<file path="src/verilog/mem_pkg.sv">
package mem_pkg;

    // ==================================================
    // Channel layout
    // ==================================================

    localparam int NUM_CH   = 4;    // Ch 0 is the ROM loader, ch 1..3 serve clients
    localparam int CH_IDX_W = 2;    // Index width for NUM_CH channels

    // ==================================================
    // Word store geometry
    // ==================================================

    localparam int ADDR_W = 10;                 // Word address
    localparam int DATA_W = 16;                 // One 16-bit SDRAM-style word
    localparam int BYTE_W = 8;                  // Lane width for byte enables
    localparam int BE_W   = DATA_W / BYTE_W;    // Two byte lanes per word

    // Download stream addresses bytes, so one extra bit over the word address
    localparam int LOAD_ADDR_W = ADDR_W + 1;

    // Fixed store access time, start to valid
    localparam int MEM_LAT = 3;

endpackage

</file>
<file path="src/verilog/rom_loader.sv">
`timescale 1ns/1ps

module rom_loader import mem_pkg::*; (
    input  logic                   clk_sys,
    input  logic                   rst_n,

    // Host download stream, one byte per strobe
    input  logic                   ioctl_download,
    input  logic                   ioctl_wr,
    input  logic [LOAD_ADDR_W-1:0] ioctl_addr,
    input  logic [BYTE_W-1:0]      ioctl_data,
    output logic                   ioctl_wait,      // Holds the host off
    output logic                   busy,

    // Channel 0 client side
    output logic                   ld_req,
    output logic [ADDR_W-1:0]      ld_addr,
    output logic [DATA_W-1:0]      ld_din,
    output logic [BE_W-1:0]        ld_be,
    output logic                   ld_rnw,
    input  logic                   ld_ack
);

    // Write cycle sequencer
    typedef enum logic [1:0] {
        LD_IDLE,    // Waiting for a strobe
        LD_REQ,     // req high, waiting for ack
        LD_REL      // req dropped, waiting for ack to fall
    } ld_state_t;

    ld_state_t state;

    logic take_byte;
    logic odd_byte;

    // Strobes only count while idle, the host should be stalled otherwise
    assign take_byte = (state == LD_IDLE) && ioctl_wr;
    assign odd_byte  = ioctl_addr[0];    // Odd byte lands in the high lane

    // Loader only ever writes
    assign ld_rnw = 1'b0;

    // ==================================================
    // Control
    // ==================================================

    always_ff @(posedge clk_sys or negedge rst_n) begin
        if (!rst_n) begin
            state      <= LD_IDLE;
            ld_req     <= 1'b0;
            ioctl_wait <= 1'b0;
            busy       <= 1'b0;
        end else begin
            case (state)
                LD_IDLE: begin
                    if (ioctl_wr) begin
                        ld_req     <= 1'b1;
                        ioctl_wait <= 1'b1;    // Raised on the edge after the strobe
                        state      <= LD_REQ;
                    end
                end
                LD_REQ: begin
                    if (ld_ack) begin
                        ld_req <= 1'b0;        // Phase 3
                        state  <= LD_REL;
                    end
                end
                LD_REL: begin
                    // Four-phase cycle closes once ack is seen low
                    if (!ld_ack) begin
                        ioctl_wait <= 1'b0;
                        state      <= LD_IDLE;
                    end
                end
                default: state <= LD_IDLE;
            endcase

            // Busy from the first byte until the last write has drained
            if (ioctl_wr) begin
                busy <= 1'b1;
            end else if (state == LD_IDLE && !ioctl_download) begin
                busy <= 1'b0;
            end
        end
    end

    // Byte to word mapping, held stable for the whole cycle
    always_ff @(posedge clk_sys) begin
        if (take_byte) begin
            ld_addr <= ioctl_addr[LOAD_ADDR_W-1:1];    // Word = byte address / 2
            if (odd_byte) begin
                ld_din <= {ioctl_data, {BYTE_W{1'b0}}};
                ld_be  <= 2'b10;
            end else begin
                ld_din <= {{BYTE_W{1'b0}}, ioctl_data};
                ld_be  <= 2'b01;
            end
        end
    end

endmodule

</file>
<file path="config.mk">
export PLATFORM = sky130hd
export DESIGN_NAME = rom_loader
export DESIGN_NICKNAME = d
export VERILOG_FILES = /design/src/verilog/mem_pkg.sv /design/src/verilog/rom_loader.sv
export SDC_FILE = /design/constraint.sdc
export NUM_CORES = 1
export LEC_CHECK = 0
export BUFFER_PORTS_ARGS = -buffer_cell sky130_fd_sc_hd__buf_4
export CAP_MARGIN = 5
export CORE_MARGIN = 5
export CORE_UTILIZATION = 44
export DETAILED_ROUTE_END_ITERATION = 8
export HOLD_SLACK_MARGIN = 0.06
export PLACE_DENSITY_LB_ADDON = 0.3
export SKIP_LAST_GASP = 1
export SYNTH_ARGS = -nofsm -noshare
export SYNTH_HDL_FRONTEND = slang
export SYNTH_SLANG_ARGS = --single-unit
</file>
<file path="constraint.sdc">
create_clock -name clk_sys -period 2.35 [get_ports clk_sys]
set_clock_uncertainty 0.2 [all_clocks]
set_input_delay 0.47 -clock clk_sys [delete_from_list [all_inputs] [get_ports clk_sys]]
set_output_delay 0.47 -clock clk_sys [all_outputs]
set_load 0.02 [all_outputs]
</file>
==> flow_summary.json <==
{
  "placementRows": 18,
  "power_leakage_uw": 0.0007115,
  "antenna_found_initial": 0,
  "clk_pin_slew_ns": 0.09,
  "crit_buf_inv": 1,
  "cp.arrival_ns": 0.90,
  "finalMaxSlewViolations": 0,
  "fin_crit_ns": 1.575,
  "final_antenna_net_count": 0,
  "clock_latency_ns": 0.31,
  "rrSetupSlack_ns": 0.79,
  "critPathMaxStageDelay_ns": 0.42,
  "start_util": 0.4658,
  "pre_cts_ws_ns": 0.7481,
  "syn_inst": 69,
  "crit_cells": 1,
  "fp.dieW_um": 61.68,
  "pwr_density_cell_nw_per_um2": 991.7,
  "worstHoldPathType": "in -> reg",
  "die-area_sq_um": 3804,
  "met3_usage": 0.06080,
  "cts.htree.levels": 2,
  "synthTopCellsByArea": "edfxtp_1, dfrtp_1, and2_1",
  "drc_errors": 0,
  "synth.largest_area_cell": "edfxtp_1",
  "post_cts_buffers": 0,
  "cts_sinks": 33,
  "fmax_ghz": 0.6349,
  "cp_max_fo": 3,
  "grtUsageTotal": 0.1259,
  "cts_made_buffers": 5,
  "setup_viol": 0,
  "wl_per_cell_um": 13.71,
  "ir_drop_mv": 0.6484,
  "synth.avg_cell_area_sq_um": 17.03,
  "cp-startpoint": "ld_req$_DFFE_PN0P_",
  "nFillCells": 194,
  "drive_gt1_frac": 0.4656,
  "vias_per_cell": 4.658,
  "wl_um": 2207,
  "yosysWarningCount": 0,
  "drt_pass1_iterations": 4,
  "fin_util": 0.6632,
  "cts_hold_buf": 1,
  "ys_seq_area_frac": 0.8222,
  "postCtsResizedCells": 0,
  "max_cap_violations": 0,
  "outcome": "complete, no violations",
  "n_antenna_cell": 0,
  "syn_area_sq_um": 1175,
  "period_share": 0.6702,
  "via_count": 750,
  "ctsLongestPathBuffers": 2,
  "hold_viol": 0,
  "grt_pass1_wl_um": 3325,
  "drtIter0Drc": 21,
  "met2_usage": 0.2048,
  "mostFrequentLayoutCells": "buf_4, edfxtp_1, and2_1",
  "crit_chain": "buf_4",
  "ios": 56,
  "r2r_end": "ld_din[14]$_SDFFCE_PN0P_",
  "fin_nets": 154,
  "reg2reg_depth": 3,
  "die_h_um": 61.68,
  "hpwlAfterDp_um": 1749,
  "gr-max-usage-layer": "met2",
  "synth-seq-cells": 33,
  "syn2layout_area_growth_pct": 42.39,
  "cp_slowest_cell": "dfrtp_1",
  "cts_tree": "yes",
  "worst_slack_ns": 0.7750,
  "clk_root_buffer_cell": "clkbuf_4",
  "tns_ns": 0,
  "required_ns": 1.68,
  "cp-start-kind": "flip-flop",
  "crit_family": "flip-flops",
  "grt_pass1_vias": 767,
  "mostFrequentLayoutCell": "buf_4",
  "io_buffers": 54,
  "rr_startpoint": "state[0]$_DFFE_PN0P_",
  "crit_end": "ld_req",
  "core_sq_um": 2522,
  "synth.distinct_cells": 17,
  "rsz0062_at_grt": "false",
  "met1_usage": 0.1405,
  "yosys.area.top_type_share": 0.7157,
  "grt_max_degree": 29,
  "synth_fp_nets": 93,
  "crit_type": "reg -> out",
  "overflow": 0,
  "crit_path_end_kind": "output pin",
  "gp_congestion": 0.7375
}
## per-layer routing
metal  wire, um  vias to the layer above
met5          0                        -
li1           -                      364
met1        806                      335
met2       1071                       47
met3        303                        4
met4         26                        0
## power by group
group          total [uW]  leakage (uW)  switching, uW  internal, uW
Clock                 271     0.0000300            163           108
Combinational         509      0.000362            294           214
Sequential            879      0.000320           72.2           807
Total                1660      0.000711            530          1130
## per-stage QoR
| stage | total power, uW | std cells | instance area (sq um) | hold slack [ns] |
|---|---|---|---|---|
| 3_3_place_gp | 1386 | 152 | 1613 | 0.07409 |
| 5_1_grt | 1757 | 161 | 1673 | 0.09598 |
| 4_1_cts | 1683 | 161 | 1673 | 0.1106 |
| 6_report | 1659 | 161 | 1673 | 0.1236 |
| 2_1_floorplan | 1147 | 69 | 1175 | -0.02559 |
| 3_5_place_dp | 1410 | 152 | 1613 | 0.07582 |
## worst min path at each step
| stage | startpoint | to | slack, ns | cells past startpoint |
|---|---|---|---|---|
| finish | ioctl_addr[1] | ld_addr[0]$_DFFE_PP_ | 0.12 | 1 |
| floorplan | rst_n | busy$_DFFE_PN0P_ | -0.03 | 0 |
| CTS | ioctl_addr[1] | ld_addr[0]$_DFFE_PP_ | 0.11 | 1 |
| detailed placement | rst_n | state[0]$_DFFE_PN0P_ | 0.08 | 1 |
| global route | ioctl_addr[3] | ld_addr[2]$_DFFE_PP_ | 0.1 | 1 |
| global placement | rst_n | state[0]$_DFFE_PN0P_ | 0.07 | 1 |
## flip-flops by register name, summed over array words and instances (netlist names)
name	count
state	2
ld_addr	10
ld_req	1
ioctl_wait	1
busy	1
ld_din	16
ld_be	2
## cell type report
class / count / area [sq um] / share of cell area
Tap cell: 30 / 37.54 / 0.02244
Inverter: 4 / 15.01 / 0.008975
Timing Repair Buffer: 56 / 422.9 / 0.2528
Clock buffer: 5 / 37.54 / 0.02244
Multi-Input combinational cell: 30 / 181.4 / 0.1085
Clock inverter: 3 / 12.51 / 0.007479
Sequential cell: 33 / 965.9 / 0.5774
## cell usage after synthesis
| master | n |
|---|---|
| and2_1 | 8 |
| a21oi_1 | 2 |
| o31ai_1 | 1 |
| and2b_1 | 3 |
| nor2b_1 | 5 |
| inv_1 | 4 |
| xnor2_1 | 1 |
| edfxtp_1 | 28 |
| conb_1 | 1 |
| buf_2 | 1 |
| buf_4 | 1 |
| and3_1 | 1 |
| nor2_1 | 2 |
| a211oi_1 | 1 |
| dfrtp_1 | 5 |
| nand2b_1 | 1 |
| o21ai_0 | 4 |
## logic make-up after synthesis
kind of cell / after synthesis / synth area share
AOI/OAI and AO/OA: 8 / 0.03834
xor gates and xnor gates: 1 / 0.007456
and+or+nand+nor: 20 / 0.1054
DFF: 33 / 0.8222
buffers and inverters: 6 / 0.02342
other: 1 / 0.003192
Power figures use the tool's default switching activity.
