### config.mk
export PLATFORM = sky130hd
export DESIGN_NAME = mem_arbiter
export DESIGN_NICKNAME = d
export VERILOG_FILES = /design/src/verilog/mem_pkg.sv /design/src/verilog/mem_arbiter.sv
export SDC_FILE = /design/constraint.sdc
export NUM_CORES = 1
export LEC_CHECK = 0
export ABC_AREA = 1
export ABC_CLOCK_PERIOD_IN_PS = 2300
export BUFFER_PORTS_ARGS = -buffer_cell sky130_fd_sc_hd__buf_2
export CORE_MARGIN = 3
export CORE_UTILIZATION = 41
export CTS_CLUSTER_DIAMETER = 60
export DETAILED_ROUTE_END_ITERATION = 10
export PLACE_DENSITY = 0.89
export SLEW_MARGIN = 0
export SYNTH_ARGS = -nofsm -noshare
export SYNTH_HDL_FRONTEND = slang
export SYNTH_SLANG_ARGS = --single-unit
### constraint.sdc
create_clock -name clk_sys -period 2.3 [get_ports clk_sys]
set_input_delay 0.23 -clock clk_sys [delete_from_list [all_inputs] [get_ports clk_sys]]
set_output_delay 0.23 -clock clk_sys [all_outputs]
set_load 0.02 [all_outputs]
### src/verilog/mem_pkg.sv
package mem_pkg;

    // ==================================================
    // Channel layout
    // ==================================================

    localparam int NUM_CH   = 4;    // Ch 0 is the ROM loader, ch 1..3 serve clients
    localparam int CH_IDX_W = 2;    // Index width for NUM_CH channels

    // ==================================================
    // Word store geometry
    // ==================================================

    localparam int ADDR_W = 10;                 // Word address
    localparam int DATA_W = 16;                 // One 16-bit SDRAM-style word
    localparam int BYTE_W = 8;                  // Lane width for byte enables
    localparam int BE_W   = DATA_W / BYTE_W;    // Two byte lanes per word

    // Download stream addresses bytes, so one extra bit over the word address
    localparam int LOAD_ADDR_W = ADDR_W + 1;

    // Fixed store access time, start to valid
    localparam int MEM_LAT = 3;

endpackage

### src/verilog/mem_arbiter.sv
`timescale 1ns/1ps

module mem_arbiter import mem_pkg::*; (
    input  logic                          clk_sys,
    input  logic                          rst_n,

    // From the channel ports
    input  logic [NUM_CH-1:0]             pend,
    input  logic [NUM_CH-1:0][ADDR_W-1:0] pend_addr,
    input  logic [NUM_CH-1:0][DATA_W-1:0] pend_din,
    input  logic [NUM_CH-1:0][BE_W-1:0]   pend_be,
    input  logic [NUM_CH-1:0]             pend_rnw,
    output logic [NUM_CH-1:0]             done,         // One-hot, one cycle
    output logic [DATA_W-1:0]             rdata,        // Shared by all channels

    // Store access
    output logic                          mem_start,
    output logic [ADDR_W-1:0]             mem_addr,
    output logic [DATA_W-1:0]             mem_wdata,
    output logic [BE_W-1:0]               mem_be,
    output logic                          mem_rnw,
    input  logic                          mem_valid,
    input  logic [DATA_W-1:0]             mem_rdata
);

    typedef enum logic [1:0] {
        ST_IDLE,    // Looking for a pending channel
        ST_WAIT,    // Access running in the store
        ST_DONE     // done pulse out, pend of winner still high
    } arb_state_t;

    arb_state_t state;

    logic [CH_IDX_W-1:0] last_win;    // Winner of the previous grant
    logic [CH_IDX_W-1:0] next_win;
    logic [CH_IDX_W-1:0] cand;
    logic                any_pend;
    logic                grant;

    // ==================================================
    // Round-robin search
    // ==================================================

    // Walk from the farthest candidate back to the one just after
    // last_win, so the nearest pending channel is the last one kept
    always_comb begin
        any_pend = 1'b0;
        next_win = last_win;
        cand     = '0;
        for (int k = NUM_CH; k >= 1; k--) begin
            cand = CH_IDX_W'((int'(last_win) + k) % NUM_CH);    // Wraps around
            if (pend[cand]) begin
                any_pend = 1'b1;
                next_win = cand;
            end
        end
    end

    assign grant = (state == ST_IDLE) && any_pend;

    // ==================================================
    // Access sequencing
    // ==================================================

    always_ff @(posedge clk_sys or negedge rst_n) begin
        if (!rst_n) begin
            state     <= ST_IDLE;
            last_win  <= CH_IDX_W'(NUM_CH - 1);    // Channel 0 searched first
            mem_start <= 1'b0;
            done      <= '0;
        end else begin
            mem_start <= 1'b0;    // Pulses only
            done      <= '0;
            case (state)
                ST_IDLE: begin
                    if (any_pend) begin
                        last_win  <= next_win;
                        mem_start <= 1'b1;    // Start on the edge after pend seen
                        state     <= ST_WAIT;
                    end
                end
                ST_WAIT: begin
                    if (mem_valid) begin
                        done[last_win] <= 1'b1;
                        state          <= ST_DONE;
                    end
                end
                // Channel clears pend on this edge, so no regrant of it
                ST_DONE: state <= ST_IDLE;
                default: state <= ST_IDLE;
            endcase
        end
    end

    // Fields of the winner, stable from start to valid
    always_ff @(posedge clk_sys) begin
        if (grant) begin
            mem_addr  <= pend_addr[next_win];
            mem_wdata <= pend_din[next_win];
            mem_be    <= pend_be[next_win];
            mem_rnw   <= pend_rnw[next_win];
        end
    end

    // Read word lines up with the done pulse
    always_ff @(posedge clk_sys) begin
        if (state == ST_WAIT && mem_valid) begin
            rdata <= mem_rdata;
        end
    end

endmodule

==> key figures <==
Pwr
  – Total power draw: 8.652 mW
  – Pleak: 2.855 nW
  – Peak supply drop: 0.8540 mV
  – PD cells: 1789 mW/mm^2

Route
  – ANT nets after route: 0
  – Remaining DRCs: 0
  – Routed vias/inst: 4.940
  – Wire length per cell: 13.80 um
  – Initial DRT Pass Iterations: 4
  – Post-Route WL: 10590 um
  – Initial DRC count: 184
  – Vias: 3789

Logic synthesis
  – Mean post-synth cell area: 7.523 um^2
  – Number of flops mapped to enable cells by yosys: 45
  – Post-synth top area cell: edfxtp_1
  – Synth top area share: 38.14%
  – Post-Syn Area: 0.003543 mm^2
  – Synth cell types: 23
  – Syn nets: 614
  – Top_reg_cell synth: edfxtp_1
  – Cells after Synth: 471
  – Synth Warn #: 0
  – FF+latch count, synth: 54
  – Cell with the most instances after synthesis: nand3_1
  – Synth async-reset ratio: 16.67%
  – Top cells by area, synth: edfxtp_1 (38%), nand3_1 (21%), inv_1 (14%)
  – Top cells by count, synth: nand3_1 (148), inv_1 (130), nand2_1 (81)
  – Sequential area share after synthesis: 44.56%

Clocking
  – CTS Buf Count: 5
  – CTS Root Cell: clkbuf_8
  – H-Tree Depth: 2
  – Clock-pin slew on the worst setup and hold paths: 0.11 ns
  – Worst skew pair latency: 0.32 ns
  – CTS Sinks: 54
  – TritonCTS clock tree: built
  – Clock tree buffer depth: 2

Worst setup path
  – R2R cell count: 12
  – Arrival @ worst endpoint: 2.24 ns
  – R2R setup slack: 0.14 ns
  – Buf/Inv on CP: 4
  – Max incr delay on CP: 0.60 ns
  – Slowest cell on the critical path: dfstp_2
  – Worst EP required: 2.38 ns
  – CP Depth: 12
  – RR Startpoint: last_win[1]
  – Critical Path End Type: flip-flop
  – Startpoint types: flip-flop
  – CP most frequent cell: inv_2
  – RR Endpoint: mem_wdata[4]
  – Crit path cell chain: inv_2 > ha_4 > inv_2 > nand3_2 > nand2_1 > inv_2 > nand2_4 > nand2_2 > clkbuf_4 > nand3_1 > nand3_1 > nand2_1
  – Cell family with most CP delay: flip-flops
  – Crit-path max FO: 6
  – Critical path class: reg2reg
  – Worst setup endpoint: mem_wdata[4]
  – Critical path origin: last_win[1]

Worst hold path
  – Hold path start: mem_rdata[8]
  – Worst hold path depth: 1
  – HP Class: in2reg

Global routing
  – GRT Resource Usage Total: 20.52%
  – Largest net degree at the start of global routing: 33
  – Vias in the first global route: 3602
  – Initial antenna violation count: 1
  – Total global routing overflow: 0
  – Global-route wire length before repair: 16380 um

STA
  – Least-Margin Pin Slew: 0.6014 ns
  – Fin. Hold Viols: 0
  – Setup Skew: 0.01207 ns
  – Max Fclk: 463.2 MHz
  – Min Tclk post-route: 2.159 ns
  – Hold_ws: 0.09167 ns
  – Fin crit share: 93.87%
  – Setup tns final: 0 ns
  – Final setup vio count: 0
  – Min setup slack post-route: 0.1410 ns
  – RSZ-0062 raised after global routing: false
  – Rel. slew slack: 59.86%
  – Slew Limit Fails: 0

Cells and area
  – Final #Nets: 804
  – Area grow syn2layout: 36.48%
  – # diodes: 0
  – Layout fillers: 748
  – Layout cells sized above 1: 36.71%

Run status
  – Outcome: finished, final reports clean

Floorplan
  – Initial core utilization: 42.70%
  – Die height: 98.97 um
  – Die Area: 0.009794 mm^2
  – Core Box Area: 0.008299 mm^2
  – Placement row count: 33
  – IO Count: 189
  – Die outline width: 98.97 um

Job
  – Max_cap viols: 0

Placement
  – Placer Congestion: 0.8307
  – HPWL after detailed placement: 7938 um
  – Pre-CTS WS: 0.09918 ns
  – I/O Buffers: 188
## per-layer routing
| layer | up-vias | part of all wire, % | GRT usage (%) |
|---|---|---|---|
| li1 | 1844 | - | - |
| met1 | 1708 | 38 | 24.44 |
| met2 | 215 | 50 | 36.98 |
| met3 | 20 | 9.7 | 4.317 |
| met4 | 2 | 1.8 | 6.092 |
| met5 | - | 0.066 | 0 |
## state kept, by name (all words and copies together), names as in the netlist
signal,flops
mem_addr,10
state,2
done,4
mem_be,2
mem_wdata,16
rdata,16
mem_rnw,1
last_win,2
mem_start,1
## per-stage QoR
stage | std cells | instance area (um^2) | util [%]
detailed placement | 753 | 4602 | 55.45
CTS | 762 | 4710 | 56.75
global route | 767 | 4836 | 58.27
global placement | 753 | 4602 | 55.45
finish | 767 | 4836 | 58.27
floorplan | 471 | 3568 | -
## logic make-up after synthesis
logic type / after synthesis / share of synthesized area (%)
flip-flops: 54 / 44.56
adder cells (fa/ha/maj): 4 / 1.412
AO/OA/AOI/OAI: 4 / 0.6708
buffers and inverters: 161 / 19.88
AND/OR/NAND/NOR: 248 / 33.47
## cells in the final DEF, fill, tap and decap left out, types with 2 or more instances in the layout
| cell | Yosys | routed |
|---|---|---|
| buf_12 | 0 | 4 |
| buf_2 | 13 | 188 |
| buf_4 | 4 | 11 |
| buf_6 | 8 | 2 |
| buf_8 | 0 | 2 |
| clkbuf_16 | 0 | 2 |
| clkbuf_8 | 0 | 5 |
| clkinv_4 | 0 | 2 |
| dfrtp_1 | 7 | 7 |
| dfstp_2 | 2 | 2 |
| edfxtp_1 | 45 | 45 |
| ha_1 | 4 | 3 |
| inv_1 | 130 | 127 |
| inv_2 | 2 | 4 |
| inv_8 | 0 | 2 |
| nand2_1 | 81 | 78 |
| nand2_2 | 5 | 7 |
| nand2_4 | 3 | 3 |
| nand3_1 | 148 | 148 |
| nand3_2 | 3 | 3 |
| nor2_1 | 6 | 6 |
| o21ai_0 | 2 | 2 |
## cell type report
cell class / count / area, um^2 / area share (%)
Sequential cell: 54 / 1579 / 32.65
Multi-Input combinational cell: 256 / 1294 / 26.75
Timing Repair Buffer: 211 / 1224 / 25.30
Inverter: 133 / 510.5 / 10.56
Tap cell: 105 / 131.4 / 2.717
Clock buffer: 5 / 68.82 / 1.423
Clock inverter: 3 / 28.78 / 0.5951
## how the worst min path moves through the flow
stage	end	slack (ns)
floorplan	done[0]	-0.07
global placement	mem_start	0.09
detailed placement	done[1]	0.1
CTS	rdata[14]	0.08
global route	rdata[14]	0.06
finish	rdata[8]	0.09
## power by group
part / internal [mW] / leakage (nW) / switching (mW) / total (mW)
Clock: 0.226 / 0.0502 / 0.340 / 0.566
Sequential: 1.83 / 0.542 / 0.143 / 1.97
Combinational: 2.27 / 2.26 / 3.84 / 6.11
## timing repair
| item | in CTS | in global routing |
|---|---|---|
| setup buffers | 0 | 2 |
| endpoints found under the hold margin | 9 | 0 |
| resized for setup | 0 | 15 |
| setup endpoints to repair | 0 | 29 |
| hold buffers | 1 | 0 |
(Power assumes the default switching activity.)
