`config.mk`:
```
export PLATFORM = sky130hd
export DESIGN_NAME = mem_channel
export DESIGN_NICKNAME = d
export VERILOG_FILES = /design/src/verilog/mem_pkg.sv /design/src/verilog/mem_channel.sv
export SDC_FILE = /design/constraint.sdc
export NUM_CORES = 1
export LEC_CHECK = 0
export ABC_AREA = 1
export ABC_CLOCK_PERIOD_IN_PS = 2650
export BUFFER_PORTS_ARGS = -buffer_cell sky130_fd_sc_hd__clkbuf_2
export CAP_MARGIN = 40
export CORE_MARGIN = 8
export CORE_UTILIZATION = 35
export DETAILED_ROUTE_END_ITERATION = 8
export PLACE_DENSITY_LB_ADDON = 0.25
export SLEW_MARGIN = 20
export SYNTH_ARGS = -nofsm -noshare
export SYNTH_HDL_FRONTEND = slang
export SYNTH_SLANG_ARGS = --single-unit
```
`constraint.sdc`:
```
create_clock -name clk_sys -period 2.65 [get_ports clk_sys]
set_clock_uncertainty 0.15 [all_clocks]
set_input_delay 0.3975 -clock clk_sys [delete_from_list [all_inputs] [get_ports clk_sys]]
set_output_delay 0.3975 -clock clk_sys [all_outputs]
set_load 0.02 [all_outputs]
```
`src/verilog/mem_pkg.sv`:
```
package mem_pkg;

    // ==================================================
    // Channel layout
    // ==================================================

    localparam int NUM_CH   = 4;    // Ch 0 is the ROM loader, ch 1..3 serve clients
    localparam int CH_IDX_W = 2;    // Index width for NUM_CH channels

    // ==================================================
    // Word store geometry
    // ==================================================

    localparam int ADDR_W = 10;                 // Word address
    localparam int DATA_W = 16;                 // One 16-bit SDRAM-style word
    localparam int BYTE_W = 8;                  // Lane width for byte enables
    localparam int BE_W   = DATA_W / BYTE_W;    // Two byte lanes per word

    // Download stream addresses bytes, so one extra bit over the word address
    localparam int LOAD_ADDR_W = ADDR_W + 1;

    // Fixed store access time, start to valid
    localparam int MEM_LAT = 3;

endpackage

```
`src/verilog/mem_channel.sv`:
```
`timescale 1ns/1ps

module mem_channel import mem_pkg::*; (
    input  logic              clk_sys,
    input  logic              rst_n,

    // Client side, four-phase req/ack
    input  logic              req,
    input  logic [ADDR_W-1:0] addr,
    input  logic [DATA_W-1:0] din,
    input  logic [BE_W-1:0]   be,
    input  logic              rnw,       // 1 - read, 0 - write
    output logic              ack,
    output logic [DATA_W-1:0] dout,

    // Arbiter side
    output logic              pend,      // Level, held until done
    output logic [ADDR_W-1:0] pend_addr,
    output logic [DATA_W-1:0] pend_din,
    output logic [BE_W-1:0]   pend_be,
    output logic              pend_rnw,
    input  logic              done,      // One-cycle completion strobe
    input  logic [DATA_W-1:0] rdata
);

    logic accept;

    // New access only from the fully idle phase, so a held req
    // after ack cannot start a second access
    assign accept = req && !ack && !pend;

    // ==================================================
    // Handshake sequencing
    // ==================================================

    always_ff @(posedge clk_sys or negedge rst_n) begin
        if (!rst_n) begin
            pend <= 1'b0;
            ack  <= 1'b0;
        end else begin
            if (done) begin
                pend <= 1'b0;    // Falls the cycle after done
                ack  <= 1'b1;    // Phase 2
            end else if (accept) begin
                pend <= 1'b1;    // Phase 1 seen
            end else if (ack && !req) begin
                ack  <= 1'b0;    // Phase 4
            end
        end
    end

    // Snapshot of the request for the arbiter
    always_ff @(posedge clk_sys) begin
        if (accept) begin
            pend_addr <= addr;
            pend_din  <= din;
            pend_be   <= be;
            pend_rnw  <= rnw;
        end
    end

    // Read word, valid from ack onwards
    always_ff @(posedge clk_sys) begin
        if (done) begin
            dout <= rdata;    // Don't care for writes
        end
    end

endmodule

```
==> results of run 1 <==
## what timing repair did
| item | in CTS | in global routing |
|---|---|---|
| hold buffers | 1 | 0 |
| gates resized for setup | 0 | 0 |
| setup buffers | 0 | 0 |
| hold endpoints to repair | 2 | 0 |
## stage by stage
stage | util [%] | instance area, um^2 | setup WS, ps | hold slack [ps] | power [mW]
global route | 53.6 | 2130 | 1130 | 110 | 1.66
detailed placement | 50.0 | 1980 | 1170 | 33.7 | 1.03
global placement | 50.0 | 1980 | 1210 | 32.0 | 1.02
floorplan | - | 1440 | 252 | -48.1 | 0.947
finish | 53.6 | 2130 | 1230 | 131 | 1.60
CTS | 53.6 | 2130 | 1210 | 117 | 1.62
## power breakdown
| group | switching (mW) | internal (mW) |
|---|---|---|
| clock | 0.213 | 0.377 |
| sequential | 0.0112 | 0.859 |
| combinational | 0.0875 | 0.0521 |
## logic make-up after synthesis
family / after synthesis / share of synthesized area [%]
flops: 47 / 97.6
buf+inv: 2 / 0.523
simple gates: 2 / 0.697
compound gates: 2 / 1.22
## worst register-to-register path: stages (launching register included)
cell and delay (ps):
dfrtp_1 400, inv_1 80, nand2_2 60, nor2_2 70, buf_4 330
## per-layer routing
| layer | track usage [%] | up-vias | share of wire, % |
|---|---|---|---|
| met5 | 0 | - | 0 |
| li1 | - | 411 | - |
| met3 | 7.14 | 4 | 18 |
| met2 | 14.0 | 73 | 42 |
| met4 | 4.36 | 0 | 1.1 |
| met1 | 10.1 | 383 | 39 |
## final timing paths
kind,start,endpoint,slack (ps),depth (start not counted)
worst max register to register,ack$_DFFE_PN0P_,pend_din[9]$_DFFE_PP_,1230,4
max in group asynchronous,rst_n,pend$_DFFE_PN0P_,1970,2
worst min register to register,ack$_DFFE_PN0P_,ack$_DFFE_PN0P_,370,1
worst max-delay path,ack$_DFFE_PN0P_,pend_din[9]$_DFFE_PP_,1230,4
worst min-delay path,din[6],pend_din[6]$_DFFE_PP_,130,1
min in group asynchronous,rst_n,ack$_DFFE_PN0P_,280,2
## registers in the layout (all words and copies together), names as in the netlist
register and cells:
dout 16, pend_din 16, pend_be 2, pend 1, pend_rnw 1, pend_addr 10
ack 1
## cell usage after synthesis
master / instances
nor2_1: 1
a21oi_2: 1
a21o_2: 1
dfrtp_1: 2
nand2_2: 1
inv_1: 2
edfxtp_1: 45
## layout make-up
| class | instances | share of cell area (%) |
|---|---|---|
| sequential | 47 | 65.9 |
| multi-input combinational | 4 | 1.41 |
| clock inverter | 2 | 2.82 |
| tap | 50 | 2.94 |
| clock buffer | 6 | 3.41 |
| timing repair buffer | 97 | 23.2 |
| inverter | 2 | 0.353 |
==> run metrics, run 1 <==
power per cell area 752 mW/mm^2; largest cells by area after synthesis edfxtp_1 (94%), dfrtp_1 (3.5%), a21o_2 (0.61%), a21oi_2 (0.61%), inv_1 (0.52%); Crit Path Class flip-flop to flip-flop; crit path time final 1420 ps; DR WL/cell 15.4 um; TritonCTS Sinks 47; Core ar. 0.00397 mm^2; final hold violations 0; Die Span X 80.1 um; Initial Utilization 36.2%; first-pass GRT wire length 4560 um; cell taking the most area after synthesis edfxtp_1; Global Route Usage Sum 9.59%; max frequency 0.703 GHz; placer congestion estimate 0.688; multi-input logic area 30.0 um^2; crit path buf inv count 2; Setup TNS Final 0 ps; Synth Warn # 0; root buf cell clkbuf_8; number of diodes 0; worst slew margin relative to its limit 71.9%; largest net degree at the start of global routing 30; Arr. time, crit path 1230 ps; Post-Syn Area 0.00144 mm^2; CP delay by family, top buffers and inverters; crit path max fanout 29; DP HPWL 2610 um; Syn Nets 102; die footprint 0.00641 mm^2; Synth cell types 7; max-slew violations 0; VDD IR max 0.519 mV; Mapped Cells 53; WL final 3200 um; crit start category flip-flop; chip height 80.1 um; dpl cells 199; Pre-Repair DR Iteration Count 3; Post-DRT Antenna Nets 0; max incr delay on CP 400 ps; worst skew pair latency 280 ps; HP Class input port to flip-flop; CTS Buf Count 5; fill cell count 338; detailed-route DRC error count 0; CTS max path bufs 2; CTS tree yes; CP max stage cell dfrtp_1; Leak 0.938 nW; Final setup viols 0; CP Cell Sequence inv_1 -> nand2_2 -> nor2_2 -> buf_4; sequential share of the synthesized area 97.6%; commonest non-fill, non-tap cell in the layout clkbuf_2; row cnt 23; sequential cell area 0.00140 mm^2; number of global-route vias before repair 941; actual slew at the worst max-slew pin 422 ps; Synth top area share 94.1%; Final Non-Filler Cells 208; Max-Cap Viols 0; crit end category flip-flop; H-tree Lvls 2; share of cells above drive strength 1 67.7%; Avg Cell Area, Syn 27.1 um^2; Vias per Instance 4.19; Tcrit/Tclk final 53.7%; run status finished clean; commonest non-fill, non-tap cells in the layout clkbuf_2 (95), edfxtp_1 (45), clkbuf_8 (5); initial antenna violation count 0; global route overflow 0; Area growth, synth to finish 48.1%; Nets 206; Port-buffer cells 95; Top Ports 96; Worst Path Required 2450 ps; DRT iter0 DRCs 42; unrepaired setup endpoints after global routing no; vias 871; #FFs+latches synth 47; clk slew on worst S/H paths 80 ps
Note: power is estimated with default switching activity, not from simulation.
==> run 2, diff against run 1 <==
- ABC_AREA: 1 -> 0
- ABC_CLOCK_PERIOD_IN_PS: 2650 -> 1400
- clock period: 2.65 -> 1.4 ns (I/O delays scaled with it)
==> run 2 against run 1 <==
Sequential power up 90%. Critical path depth down 1. Synthesized area up 0.26%. Flip-flop and latch count unchanged. Critical endpoint is now pend_din[0]$_DFFE_PP_. Largest cell class unchanged. Highest routed layer unchanged.
==> run metrics, run 2 <==
Max-Cap Viols 0; commonest non-fill, non-tap cell in the layout clkbuf_2; Crit Path Class flip-flop to flip-flop; first-pass GRT wire length 5840 um; unrepaired setup endpoints after global routing no; #FFs+latches synth 47; Placement Setup Slack 76.0 ps; ys flop type edfxtp_1; CTS tree yes; cell taking the most area after synthesis edfxtp_1; Synth cell types 7; Syn Nets 101; Post-DRT Antenna Nets 0; crit path time final 1320 ps; row cnt 23; DP HPWL 2650 um; clk slew on worst S/H paths 80 ps; detailed-route DRC error count 0; post-route setup slack 81.7 ps; Post-Syn Area 0.00144 mm^2; WL final 3790 um; sequential cell area 0.00140 mm^2; Core ar. 0.00397 mm^2; die footprint 0.00642 mm^2; crit end category flip-flop; Simple-Gate Fraction of Synth Area 1.22%; H-tree Lvls 2; TritonCTS Sinks 47; run status finished clean; Post-synth EDFFs 45; # Post-CTS Setup Buffers 0; main combinational cell family by area after synthesis compound AO/OA/AOI/OAI gates; max frequency 0.759 GHz; Pre-Repair DR Iteration Count 2; CTS Buf Count 5; max-slew violations 0; XOR/XNOR share of the synthesized area 0%; CTS max path bufs 2; synth cell count leaders edfxtp_1 (45), dfrtp_1 (2); fraction of registers with async set/reset 4.26%; post-synthesis mux area share 0%; VDD IR max 0.915 mV; Mapped Cells 52; placer congestion estimate 0.717; Nets 250; commonest non-fill, non-tap cells in the layout clkbuf_2 (95), dlygate4sd3_1 (46), edfxtp_1 (45); Synth Warn # 0; worst slew margin relative to its limit 70.4%; worst skew pair latency 290 ps; Synth top area share 93.8%; Global Route Usage Sum 12.1%; number of diodes 0; Post-CTS Hold Buffers 46; Tcrit/Tclk final 94.2%; share of cells above drive strength 1 53.5%; Initial Utilization 36.3%; synthesized-area fraction occupied by adder cells 0%; largest cells by area after synthesis edfxtp_1 (94%), dfrtp_1 (3.5%), nand2b_4 (0.96%), a21o_2 (0.61%), a21oi_2 (0.61%); Avg Cell Area, Syn 27.7 um^2; DRT iter0 DRCs 35; multi-input logic area 42.5 um^2; Finished Core Util 65.5%; Worst Path Required 1250 ps; fill cell count 289; power per cell area 1210 mW/mm^2; crit start category flip-flop; global route overflow 0; root buf cell clkbuf_8; Top Ports 96; Area growth, synth to finish 80.5%; Final setup viols 0; crit path max fanout 29; most common cell in the netlist edfxtp_1; dpl cells 198; actual slew at the worst max-slew pin 443 ps; largest net degree at the start of global routing 30; CTS resizes 0; initial antenna violation count 0; complex-gate fraction of the synthesized area 1.22%; final hold violations 0; top flop regs dout x16, pend_din x16, pend_addr x10; Die Span X 80.1 um; Arr. time, crit path 1170 ps; sequential share of the synthesized area 97.3%; Vias per Instance 4.13; chip height 80.1 um; Port-buffer cells 95; HP Class input port to flip-flop; vias 1042; DR WL/cell 15.0 um; Setup TNS Final 0 ps; Leak 1.13 nW; post-route cell area 0.00260 mm^2; number of global-route vias before repair 1197; Placed Instance Area 0.00201 mm^2; Final Non-Filler Cells 252
[run 2: changes by cell type after synthesis]
cell / delta
nand2_2: -1
nand2b_4: +1
inv_1: -1
[run 2: path summary, 6_finish.rpt]
path	cells after the start	startpoint	endpoint	slack, ps
worst min register to register	1	ack$_DFFE_PN0P_	ack$_DFFE_PN0P_	360
max in group asynchronous	2	rst_n	ack$_DFFE_PN0P_	910
worst max register to register	3	ack$_DFFE_PN0P_	pend_din[0]$_DFFE_PP_	80
min in group asynchronous	2	rst_n	pend$_DFFE_PN0P_	80
worst max-delay path	3	ack$_DFFE_PN0P_	pend_din[0]$_DFFE_PP_	80
worst min-delay path	2	req	ack$_DFFE_PN0P_	40
[run 2: critical path: stages, from the launching register on]
cell	delay (ps)
dfrtp_2	420
nand2b_4	160
nor2_4	100
buf_12	190
[run 2: cell type report]
type	count	area share [%]
Sequential cell	47	53.9
Timing Repair Buffer	142	36.8
Clock buffer	6	2.79
Tap cell	50	2.41
Clock inverter	2	2.31
Multi-Input combinational cell	4	1.64
Inverter	1	0.144
[run 2: cell families after synthesis]
kind of cell    count (synthesis)
buf+inv                         1
flops                          47
compound gates                  2
simple gates                    2
[run 2: layer usage]
layer | GRT usage (%) | wire [um] | vias up
met4 | 6.55 | 51 | 0
met1 | 12.7 | 1400 | 460
met5 | 0 | 0 | -
li1 | - | - | 502
met2 | 18.5 | 1740 | 74
met3 | 7.37 | 600 | 6
[run 2: power by group]
group | internal, mW | switching [mW] | total [mW]
sequential | 1.63 | 0.0226 | 1.65
combinational | 0.187 | 0.190 | 0.376
clock | 0.713 | 0.418 | 1.13
total | 2.52 | 0.630 | 3.15
[run 2: metrics by stage]
| stage | total power, mW | hold slack, ps |
|---|---|---|
| after floorplan | 1.80 | -236 |
| after global placement | 1.95 | -155 |
| after detailed placement | 1.96 | -151 |
| after CTS | 3.19 | 25.8 |
| after global routing | 3.27 | 25.5 |
| final | 3.15 | 35.2 |
